## src/source/ll_pkg.sv

```systemverilog
`default_nettype none

package ll_pkg;

  ////////////////////
  // AXI field widths
  typedef logic [3:0]  axi_id_t;
  typedef logic [1:0]  axi_size_t;
  typedef logic [7:0]  axi_len_t;
  typedef logic [1:0]  axi_burst_t;
  typedef logic [47:0] axi_addr_t;
  typedef logic [1:0]  axi_resp_t;

  ////////////////////
  // Packed channel payloads

  // {id, size, len, burst, addr}
  typedef logic [63:0] ar_payload_t;
  // {id, resp}
  typedef logic [5:0]  b_payload_t;

  ////////////////////
  // Link control
  typedef logic [7:0]  credit_t;
  typedef logic [15:0] delay_t;

  // Transmit word is {b credit, ar payload, ar push}
  typedef logic [65:0] tx_phy_t;
  // Receive word is {ar credit, b payload, b push}
  typedef logic [7:0]  rx_phy_t;

  // Room for the B responses the far side may send unasked
  parameter int RX_FIFO_DEPTH_DEFAULT = 8;

endpackage

`default_nettype wire

```

## src/source/ll_link_if.sv

```systemverilog
`timescale 1ns/10ps
`default_nettype none

interface ll_link_if
  import ll_pkg::*;
();

  // AR direction, toward the PHY
  logic        tx_pushbit;
  ar_payload_t tx_data;
  logic        rx_credit;

  // B direction, from the PHY
  logic        rx_pushbit;
  b_payload_t  rx_data;
  logic        tx_credit;

  modport transmit (
    output tx_pushbit,
    output tx_data,
    input  rx_credit
  );

  modport receive (
    output tx_credit,
    input  rx_pushbit,
    input  rx_data
  );

  modport phy (
    input  tx_pushbit,
    input  tx_data,
    input  tx_credit,
    output rx_pushbit,
    output rx_data,
    output rx_credit
  );

endinterface

`default_nettype wire

```

## src/source/ll_online_sync.sv

```systemverilog
`timescale 1ns/10ps
`default_nettype none

module ll_online_sync
  import ll_pkg::*;
(
  input  logic   clk_wr,
  input  logic   reset,
  input  logic   tx_online,
  input  logic   rx_online,
  input  delay_t delay_value,
  output logic   tx_online_delay,
  output logic   rx_online_delay
);

  // Index 0 is transmit, index 1 is receive
  logic [1:0] online_in;
  logic [1:0] online_out;
  delay_t     count [2];

  assign online_in = {rx_online, tx_online};

  ////////////////////
  // Delay counters

  // Each counter runs while its input is high and stops at the
  // delay value. The flag follows on the next edge and drops
  // one cycle after the input drops.
  always_ff @(posedge clk_wr) begin
    for (int i = 0; i < 2; i++) begin
      if (reset || !online_in[i]) begin
        count[i]      <= '0;
        online_out[i] <= 1'b0;
      end else if (count[i] >= delay_value) begin
        online_out[i] <= 1'b1;
      end else begin
        count[i] <= count[i] + 16'd1;
      end
    end
  end

  assign tx_online_delay = online_out[0];
  assign rx_online_delay = online_out[1];

endmodule

`default_nettype wire

```

## src/source/ll_transmit.sv

```systemverilog
`timescale 1ns/10ps
`default_nettype none

module ll_transmit
  import ll_pkg::*;
(
  input  logic       clk_wr,
  input  logic       reset,
  input  logic       tx_online_delay,
  input  credit_t    init_ar_credit,

  input  axi_id_t    user_arid,
  input  axi_size_t  user_arsize,
  input  axi_len_t   user_arlen,
  input  axi_burst_t user_arburst,
  input  axi_addr_t  user_araddr,
  input  logic       user_arvalid,
  output logic       user_arready,

  ll_link_if.transmit link
);

  logic        buf_full;
  ar_payload_t buf_data;
  credit_t     credit;
  logic        accept;
  logic        push;

  ////////////////////
  // User side
  assign user_arready = tx_online_delay && !buf_full;
  assign accept       = user_arvalid && user_arready;

  // AR fields packed into the one-entry buffer
  always_ff @(posedge clk_wr) begin
    if (accept) begin
      buf_data <= {user_arid, user_arsize, user_arlen, user_arburst, user_araddr};
    end
  end

  // Buffer leaves as a push only when the far side has room
  assign push = buf_full && (credit != '0) && tx_online_delay;

  always_ff @(posedge clk_wr) begin
    if (reset || !tx_online_delay) begin
      buf_full <= 1'b0;
    end else if (accept) begin
      buf_full <= 1'b1;
    end else if (push) begin
      buf_full <= 1'b0;
    end
  end

  ////////////////////
  // Credit counter

  // Loaded while offline; a push and a returned credit cancel out
  always_ff @(posedge clk_wr) begin
    if (reset) begin
      credit <= '0;
    end else if (!tx_online_delay) begin
      credit <= init_ar_credit;
    end else if (link.rx_credit && !push) begin
      credit <= credit + 8'd1;
    end else if (push && !link.rx_credit) begin
      credit <= credit - 8'd1;
    end
  end

  assign link.tx_pushbit = push;
  assign link.tx_data    = buf_data;

endmodule

`default_nettype wire

```

## src/source/ll_receive.sv

```systemverilog
`timescale 1ns/10ps
`default_nettype none

module ll_receive
  import ll_pkg::*;
#(
  parameter int RX_FIFO_DEPTH = 8
) (
  input  logic      clk_wr,
  input  logic      reset,
  input  logic      rx_online_delay,

  output axi_id_t   user_bid,
  output axi_resp_t user_bresp,
  output logic      user_bvalid,
  input  logic      user_bready,

  ll_link_if.receive link
);

  localparam int AW = $clog2(RX_FIFO_DEPTH);

  // Extra top bit tells full from empty
  typedef logic [AW:0] ptr_t;

  b_payload_t mem [RX_FIFO_DEPTH];
  ptr_t       wr_ptr;
  ptr_t       rd_ptr;
  logic       full;
  logic       empty;
  logic       push;
  logic       pop;
  b_payload_t head;
  logic       credit_out;

  assign empty = (wr_ptr == rd_ptr);
  assign full  = (wr_ptr[AW] != rd_ptr[AW]) && (wr_ptr[AW-1:0] == rd_ptr[AW-1:0]);

  // Overflow means the far end broke credit; the word is lost
  assign push = link.rx_pushbit && rx_online_delay && !full;
  assign pop  = user_bvalid && user_bready;

  ////////////////////
  // Storage
  always_ff @(posedge clk_wr) begin
    if (push) begin
      mem[wr_ptr[AW-1:0]] <= link.rx_data;
    end
  end

  always_ff @(posedge clk_wr) begin
    if (reset) begin
      wr_ptr <= '0;
      rd_ptr <= '0;
    end else begin
      if (push) begin
        wr_ptr <= wr_ptr + 1'b1;
      end
      if (pop) begin
        rd_ptr <= rd_ptr + 1'b1;
      end
    end
  end

  ////////////////////
  // User side, first word fall through
  assign head        = mem[rd_ptr[AW-1:0]];
  assign user_bvalid = !empty;
  assign user_bid    = head[5:2];
  assign user_bresp  = head[1:0];

  // One freed entry, one credit back to the far end
  always_ff @(posedge clk_wr) begin
    if (reset) begin
      credit_out <= 1'b0;
    end else begin
      credit_out <= pop;
    end
  end

  assign link.tx_credit = credit_out;

endmodule

`default_nettype wire

```

## src/source/ll_phy_link.sv

```systemverilog
`timescale 1ns/10ps
`default_nettype none

module ll_phy_link
  import ll_pkg::*;
(
  input  logic    clk_wr,
  input  logic    reset,
  input  rx_phy_t rx_phy0,
  output tx_phy_t tx_phy0,

  ll_link_if.phy  link
);

  rx_phy_t rx_word;

  ////////////////////
  // Transmit word

  // Bit 0 AR push, 64..1 AR payload, 65 B credit
  always_ff @(posedge clk_wr) begin
    if (reset) begin
      tx_phy0 <= '0;
    end else begin
      tx_phy0 <= {link.tx_credit, link.tx_data, link.tx_pushbit};
    end
  end

  ////////////////////
  // Receive word

  // Whole word is registered so push and credit stay aligned
  always_ff @(posedge clk_wr) begin
    if (reset) begin
      rx_word <= '0;
    end else begin
      rx_word <= rx_phy0;
    end
  end

  // Bit 0 B push, 6..1 B payload, 7 AR credit
  assign link.rx_pushbit = rx_word[0];
  assign link.rx_data    = rx_word[6:1];
  assign link.rx_credit  = rx_word[7];

endmodule

`default_nettype wire

```

## src/source/axi_ar_b_master_top.sv

```systemverilog
`timescale 1ns/10ps
`default_nettype none

module axi_ar_b_master_top
  import ll_pkg::*;
#(
  parameter int RX_FIFO_DEPTH = RX_FIFO_DEPTH_DEFAULT
) (
  input  logic       clk_wr,
  input  logic       reset,

  // Link control
  input  logic       tx_online,
  input  logic       rx_online,
  input  delay_t     delay_value,
  input  credit_t    init_ar_credit,

  // PHY words
  output tx_phy_t    tx_phy0,
  input  rx_phy_t    rx_phy0,

  // AR channel
  input  axi_id_t    user_arid,
  input  axi_size_t  user_arsize,
  input  axi_len_t   user_arlen,
  input  axi_burst_t user_arburst,
  input  axi_addr_t  user_araddr,
  input  logic       user_arvalid,
  output logic       user_arready,

  // B channel
  output axi_id_t    user_bid,
  output axi_resp_t  user_bresp,
  output logic       user_bvalid,
  input  logic       user_bready
);

  logic tx_online_delay;
  logic rx_online_delay;

  ll_link_if link ();

  ll_online_sync u_online_sync (
    .clk_wr          (clk_wr),
    .reset           (reset),
    .tx_online       (tx_online),
    .rx_online       (rx_online),
    .delay_value     (delay_value),
    .tx_online_delay (tx_online_delay),
    .rx_online_delay (rx_online_delay)
  );

  ll_transmit u_transmit (
    .clk_wr          (clk_wr),
    .reset           (reset),
    .tx_online_delay (tx_online_delay),
    .init_ar_credit  (init_ar_credit),
    .user_arid       (user_arid),
    .user_arsize     (user_arsize),
    .user_arlen      (user_arlen),
    .user_arburst    (user_arburst),
    .user_araddr     (user_araddr),
    .user_arvalid    (user_arvalid),
    .user_arready    (user_arready),
    .link            (link.transmit)
  );

  ll_receive #(
    .RX_FIFO_DEPTH (RX_FIFO_DEPTH)
  ) u_receive (
    .clk_wr          (clk_wr),
    .reset           (reset),
    .rx_online_delay (rx_online_delay),
    .user_bid        (user_bid),
    .user_bresp      (user_bresp),
    .user_bvalid     (user_bvalid),
    .user_bready     (user_bready),
    .link            (link.receive)
  );

  ll_phy_link u_phy_link (
    .clk_wr  (clk_wr),
    .reset   (reset),
    .rx_phy0 (rx_phy0),
    .tx_phy0 (tx_phy0),
    .link    (link.phy)
  );

endmodule

`default_nettype wire

```

## config.mk

```make
export PLATFORM = sky130hd
export DESIGN_NAME = axi_ar_b_master_top
export DESIGN_NICKNAME = d
export VERILOG_FILES = /design/src/source/ll_pkg.sv /design/src/source/ll_link_if.sv /design/src/source/ll_online_sync.sv /design/src/source/ll_transmit.sv /design/src/source/ll_receive.sv /design/src/source/ll_phy_link.sv /design/src/source/axi_ar_b_master_top.sv
export SDC_FILE = /design/constraint.sdc
export NUM_CORES = 1
export LEC_CHECK = 0
export ABC_AREA = 1
export BUFFER_PORTS_ARGS = -buffer_cell sky130_fd_sc_hd__buf_2
export CORE_MARGIN = 10
export CORE_UTILIZATION = 60
export CTS_CLUSTER_DIAMETER = 40
export DETAILED_ROUTE_END_ITERATION = 10
export PLACE_DENSITY_LB_ADDON = 0.15
export SYNTH_ARGS = -nofsm -noshare
export SYNTH_HDL_FRONTEND = slang
export SYNTH_HIERARCHICAL = 1
export SYNTH_SLANG_ARGS = --single-unit
```

## constraint.sdc

```tcl
create_clock -name clk_wr -period 12.4 [get_ports clk_wr]
set_input_delay 1.86 -clock clk_wr [delete_from_list [all_inputs] [get_ports clk_wr]]
set_output_delay 1.86 -clock clk_wr [all_outputs]
set_load 0.005 [all_outputs]
```

* Yosys cells after proc, flatten, opt, wreduce, memory -nomap -nowiden
Memory sizes are Yosys's and may differ from the RTL's. A register that Yosys moved wholly into a read port is not among the register bits.
Cells that the tools add are included.
** Storage, ports and cells
- Output and inout bits :: 74
- Flip-flop bits (word level) :: 158
- Word-level logic and storage cells :: 70
- Input port bits :: 102
- RAM bits :: 80
- Memories kept :: 2
** Operators by class
- Add/subtract/negate cells :: 6
- Equality and inequality tests :: 4
- Reductions and logical operators :: 23
- Bitwise logic cells :: 2
- Muxes and demuxes :: 21
- Magnitude comparators :: 2
** Memory list
- u_receive.mem :: depth 8, width 6, read ports 1, clocked after memory_dff 1, write ports 1, line ll_receive.sv:26 : b_payload_t mem [RX_FIFO_DEPTH];
- u_online_sync.count :: depth 2, width 16, read ports 2, clocked after memory_dff 0, write ports 2, line ll_online_sync.sv:19 : delay_t count [2];
** Operator list (count)
- $add A16 B1 Y16 const B :: 2
- $ge A16 B16 Y1 :: 2
- $mux W16 :: 2
- $mux W8 :: 3
- $mux W1 :: 14
- $logic_and A1 B1 Y1 :: 10
- $add A4 B1 Y4 const B :: 2
- $add A8 B1 Y8 const B :: 1
- $logic_not A1 Y1 :: 8
- $reduce_bool A8 Y1 :: 1
- $sub A8 B1 Y8 const B :: 1
- $mux W3 :: 2
- $eq A4 B4 Y1 :: 1
- $eq A3 B3 Y1 :: 1
- $logic_or A1 B1 Y1 :: 3
- $ne A3 B1 Y1 const B :: 1
- $or A1 B1 Y1 :: 2
- $reduce_bool A2 Y1 :: 1
- $ne A1 B1 Y1 :: 1

* Logic depth before layout (Yosys ltp)
- Word-level depth :: 7
- Gate-level depth with buffers :: 14
- Depth with buffers taken out :: 14

* Hierarchy
The synthesis kept the hierarchy.
** By module, submodules not included
- ll_online_sync :: sequential area each 1001.0 sq um, cells an instance 318, instances 1, area an instance 2721.4 sq um
- ll_transmit :: sequential area each 2102.0 sq um, cells an instance 177, instances 1, area an instance 2706.3 sq um
- ll_receive :: sequential area each 1681.6 sq um, cells an instance 250, instances 1, area an instance 2538.7 sq um
- ll_phy_link :: sequential area each 1481.4 sq um, cells an instance 230, instances 1, area an instance 2120.8 sq um

* Worst setup path after synthesis
Ideal clock, no wire load.
- Kind :: input-to-reg
- From :: input port user_arvalid
- To :: register u_transmit.buf_data[0], in the netlist u_transmit/link.tx_data[0], enable pin
- Stages :: 1
- Arrival time :: 6.543 ns
- Data required time :: 11.819 ns
- Buffers on the path :: 0
- Path slack :: 5.277 ns
- Library setup time :: 0.581 ns
- Cell sequence :: nor3b_1
** On the way
- Cells in the longest elaborated chain, start to end :: 1
** Ends and longest elaborated chain
- start: declaration :: line axi_ar_b_master_top.sv:28 : input logic user_arvalid,
- $logic_and A1 B1 Y1 :: line ll_transmit.sv:32 : assign accept = user_arvalid && user_arready;
- end signal: assignment :: line ll_transmit.sv:37 : buf_data <= {user_arid, user_arsize, user_arlen, user_arburst, user_araddr};
- end: declaration :: line ll_transmit.sv:24 : ar_payload_t buf_data;
Every way passes these cells.
A chain may end at the register's enable or synchronous reset.

==> tab_implementation.tex <==
\begin{tabular}{lr}
\hline
Metric & Value \\
\hline
\multicolumn{2}{l}{\textbf{Status}} \\
Outcome & finished, final reports clean \\
\multicolumn{2}{l}{\textbf{Floorplanning}} \\
Cell row count & 47 \\
DIE HEIGHT & 150 um \\
Die outline width & 150 um \\
Top Ports & 176 \\
Area of the core region & 16,500 um2 \\
Full die area & 22,400 um2 \\
Initial cell density of the core & 61.0\% \\
\multicolumn{2}{l}{\textbf{Power and ir drop}} \\
P\_sw & 413 uW \\
Power per standard cell area & 150 nW/um2 \\
Internal power summed over all cells & 1410 uW \\
Worst IR drop on VDD & 0.153 mV \\
Clock network power share & 48.1\% \\
Proportion of total power due to net switching & 22.7\% \\
Sequential Power Share & 47.5\% \\
Part of the power in combinational logic & 4.4\% \\
Leakage power figure & 0.00547 uW \\
\multicolumn{2}{l}{\textbf{Cells and area}} \\
Net total in the final layout & 1,312 \\
Area growth, synth to finish & 20.3\% \\
Fraction of layout cells with a size suffix above 1 & 23.1\% \\
Antenna fix cells & 0 \\
\multicolumn{2}{l}{\textbf{Route}} \\
Via count & 6,902 \\
Number of design-rule violations left by the first detailed-router iteration & 387 \\
Final Routed Wirelength & 20.3 mm \\
Average routed wire per standard cell & 14.4 um \\
Drt first pass iters & 7 \\
Drt via density & 4.89 \\
Number of design rule violations left after detail routing & 0 \\
Residual antenna-violating net count after detailed routing & 0 \\
\multicolumn{2}{l}{\textbf{Clock tree}} \\
CTS clk-pin slew, worst paths & 60 ps \\
\# hold bufs at CTS & 0 \\
CTS Sinks & 241 \\
Buffers from clock root to sink, at most & 3 \\
Clock latency at the later pin of the worst-skew pair & 550 ps \\
H-tree lvl count & 1 \\
Clock tree from TritonCTS & done \\
TritonCTS Buffers & 31 \\
CTS resizes & 0 \\
Clk Tree Root Cell & clkbuf\_16 \\
Number of buffers inserted by post-CTS setup repair & 0 \\
\multicolumn{2}{l}{\textbf{Worst setup path}} \\
Required @ worst endpoint & 10,540 ps \\
Critical Path Fanout Max & 25 \\
Arrival time of the worst setup path & 2520 ps \\
Kind of start point of the critical path & flip-flop \\
R2R cell count & 11 \\
R2R setup slack & 9840 ps \\
Critical register-to-register path startpoint & u\_online\_sync/online\_out[0]\$\_SDFFE\_PP0P\_ \\
Critical path buffers and inverters & 2 \\
Critical path cell sequence & inv\_1 -> o21ai\_0 -> o21ai\_0 -> nand2\_1 -> nand2\_1 -> buf\_2 \\
Worst setup path category & flip-flop to output pin \\
Terminus of the critical flop-to-flop path & u\_transmit/credit[5]\$\_SDFFE\_PP0P\_ \\
Delay-heaviest family, CP & flip-flops \\
Crit. End Element & output pin \\
Worst stage delay on the critical path & 770 ps \\
Slowest-stage cell, CP & dfxtp\_1 \\
\multicolumn{2}{l}{\textbf{Global route}} \\
GRT Max-Usage Layer & met2 \\
Met2 track demand over resource & 30.1\% \\
Global-route track usage on met1 & 20.8\% \\
M3 GR Usage & 6.88\% \\
Global-route wire length before repair & 33.2 mm \\
Number of global-route vias before repair & 6,988 \\
Initial antenna violation count & 1 \\
Overall global routing resource usage & 18.0\% \\
Maximum number of pins on one net before global-route repair & 82 \\
Total congestion overflow & 0 \\
\multicolumn{2}{l}{\textbf{Timing}} \\
Endpoints failing hold & 0 \\
Max-Slew Margin vs Limit & 45.2\% \\
Count of final max-slew check failures & 0 \\
Worst-case setup margin in the final layout & 8020 ps \\
Post-route minimum period & 4380 ps \\
Final Cycle Share & 35.3\% \\
Final TNS setup & 0 ps \\
Hold Slack & 408 ps \\
RSZ-0062 raised after global routing & false \\
Top achievable clock speed & 228 MHz \\
Worst Clk Skew & 14.2 ps \\
Setup violations, final & 0 \\
Pin slew with the least headroom to its limit & 822 ps \\
\multicolumn{2}{l}{\textbf{Synthesis}} \\
Cell type with the largest total area after synthesis & edfxtp\_1 \\
Async set-or-reset flop fraction in the synthesized netlist & 0\% \\
Leading cell types by total area after synthesis & edfxtp\_1 (43\%), dfxtp\_1 (19\%), nor2\_1 (6.9\%), ha\_1 (5.3\%), inv\_1 (5.3\%) \\
Post-Synthesis Cells & 975 \\
Syn\_nets & 1,121 \\
Area of the mapped netlist & 10,100 um2 \\
Synthesized flop and latch total & 241 \\
Fraction of synthesized cell area taken by the top area cell type & 42.9\% \\
Average footprint of a synthesized cell & 10.3 um2 \\
Proportion of synthesized chip area in sequential cells & 62.1\% \\
Distinct cell type count of the synthesized netlist & 40 \\
Number of synthesized flops with an enable pin & 144 \\
Number of warning messages in the yosys log & 6 \\
Dominant synthesized flop cell & edfxtp\_1 \\
\multicolumn{2}{l}{\textbf{Worst hold path}} \\
Class of the worst hold path & flip-flop to flip-flop \\
Hold Crit Depth & 2 \\
Hold Path Origin & u\_receive/link.tx\_credit\$\_SDFF\_PP0\_ \\
Worst min-delay path endpoint & u\_phy\_link/tx\_phy0[65]\$\_SDFF\_PP0\_ \\
\multicolumn{2}{l}{\textbf{Job}} \\
Maximum capacitance violations & 0 \\
\multicolumn{2}{l}{\textbf{Place}} \\
Port Buf Inserts & 175 \\
Placement Setup Slack & 8600 ps \\
Post-detail-place hpwl & 14.5 mm \\
GP Congestion & 0.882 \\
\hline
\end{tabular}
==> cell type report <==
type,count,area (um2)
Sequential cell,241,6270
Clock buffer,33,783
Clock inverter,25,264
Inverter,150,563
Timing Repair Buffer,177,891
Multi-Input combinational cell,565,3100
Fill cell,1167,4390
Tap cell,220,275
==> flip-flops by register name, indices dropped and copies added, names as in the netlist, named ones only <==
name	count
u_online_sync/count	32
u_online_sync/online_out	2
u_phy_link/rx_word	8
u_phy_link/tx_phy0	66
u_receive/link.tx_credit	1
u_receive/mem	48
u_receive/rd_ptr	4
u_receive/wr_ptr	4
u_transmit/buf_full	1
u_transmit/credit	8
u_transmit/link.tx_data	64
==> through the flow <==
stage	cell area [um2]	power (uW)	instances	utilization, %
6_report	12100	1820	1411	73.5
5_1_grt	12100	1890	1411	73.5
4_1_cts	12100	1840	1411	73.5
3_5_place_dp	11100	963	1353	67.1
3_3_place_gp	11100	960	1353	67.1
2_1_floorplan	10100	929	975	-
==> logic make-up after synthesis <==
family / count (synthesis) / synth area share [%]
AO/OA/AOI/OAI: 89 / 4.91
XOR/XNOR: 31 / 2.69
adder cells (fa/ha/maj): 44 / 5.53
buffers and inverters: 169 / 7.24
flip-flops: 241 / 62.1
AND/OR/NAND/NOR: 401 / 17.5
==> Yosys cell counts, types with 2 or more instances <==
cell / n
buf_6: 8
nand2_2: 5
nor3_1: 7
clkinv_1: 2
xnor2_1: 7
o21ai_0: 37
a31oi_1: 4
buf_2: 6
edfxtp_1: 144
clkbuf_2: 2
nor2_4: 10
nand3_1: 25
inv_2: 5
nor2_2: 4
nand3_2: 5
a21oi_2: 4
o21ai_2: 2
inv_1: 143
nand4_1: 10
nor3_2: 3
a21o_1: 2
ha_1: 43
a21oi_1: 30
xor2_1: 24
dfxtp_1: 97
nor2_1: 185
o211ai_2: 2
nand2_1: 141
o21ai_1: 7
==> tightest hold or removal path, stage by stage, from the launching register on <==
cell and delay, ps:
dfxtp_1 300, inv_1 40, nor2_1 30
==> worst max-delay path by stage <==
stage / from / endpoint / slack, ps / depth (start not counted)
2_1_floorplan: user_arvalid / u_transmit/link.tx_data[0]$_DFFE_PP_ / 5280 / 1
3_3_place_gp: delay_value[11] / u_online_sync/count[0][1]$_SDFFCE_PN0P_ / 8660 / 8
3_5_place_dp: delay_value[11] / u_online_sync/count[0][6]$_SDFFCE_PN0P_ / 8600 / 8
4_1_cts: flip-flop / user_bid[1] / 8060 / 6
5_1_grt: flip-flop / user_bid[3] / 7800 / 6
6_report: flip-flop / user_bid[1] / 8020 / 6
==> metal layers <==
layer	share of wire [%]	wire (um)
met2	48	9710
met1	40	8100
met4	3.1	624
met3	8.9	1810
met5	0.064	13
==> power by group through the flow <==
stage / Combinational, uW / Sequential, uW / Clock (uW)
floorplan: 50.0 / 879 / 0
global placement: 78.3 / 881 / 0
detailed placement: 80.9 / 882 / 0
CTS: 81.7 / 865 / 895
global route: 92.2 / 866 / 928
finish: 80.8 / 865 / 877
==> cell usage in the layout, fill, tap and decap left out, types with 2 or more instances in the layout <==
cell type,synthesis,final
a21o_1,2,2
a21oi_1,30,30
a21oi_2,4,4
a31oi_1,4,4
buf_2,6,175
buf_4,0,2
bufinv_16,0,2
clkbuf_1,1,2
clkbuf_16,0,31
clkinv_1,2,5
clkinv_2,0,4
dfxtp_1,97,97
edfxtp_1,144,144
ha_1,43,43
inv_1,143,143
inv_2,5,5
inv_6,0,6
inv_8,0,6
nand2_1,141,141
nand2_2,5,5
nand3_1,25,25
nand3_2,5,5
nand4_1,10,10
nor2_1,185,185
nor2_2,4,4
nor2_4,10,10
nor3_1,7,7
nor3_2,3,3
o211ai_2,2,2
o21ai_0,37,37
o21ai_1,7,7
o21ai_2,2,2
xnor2_1,7,7
xor2_1,24,24
Power figures use the tool's default switching activity.
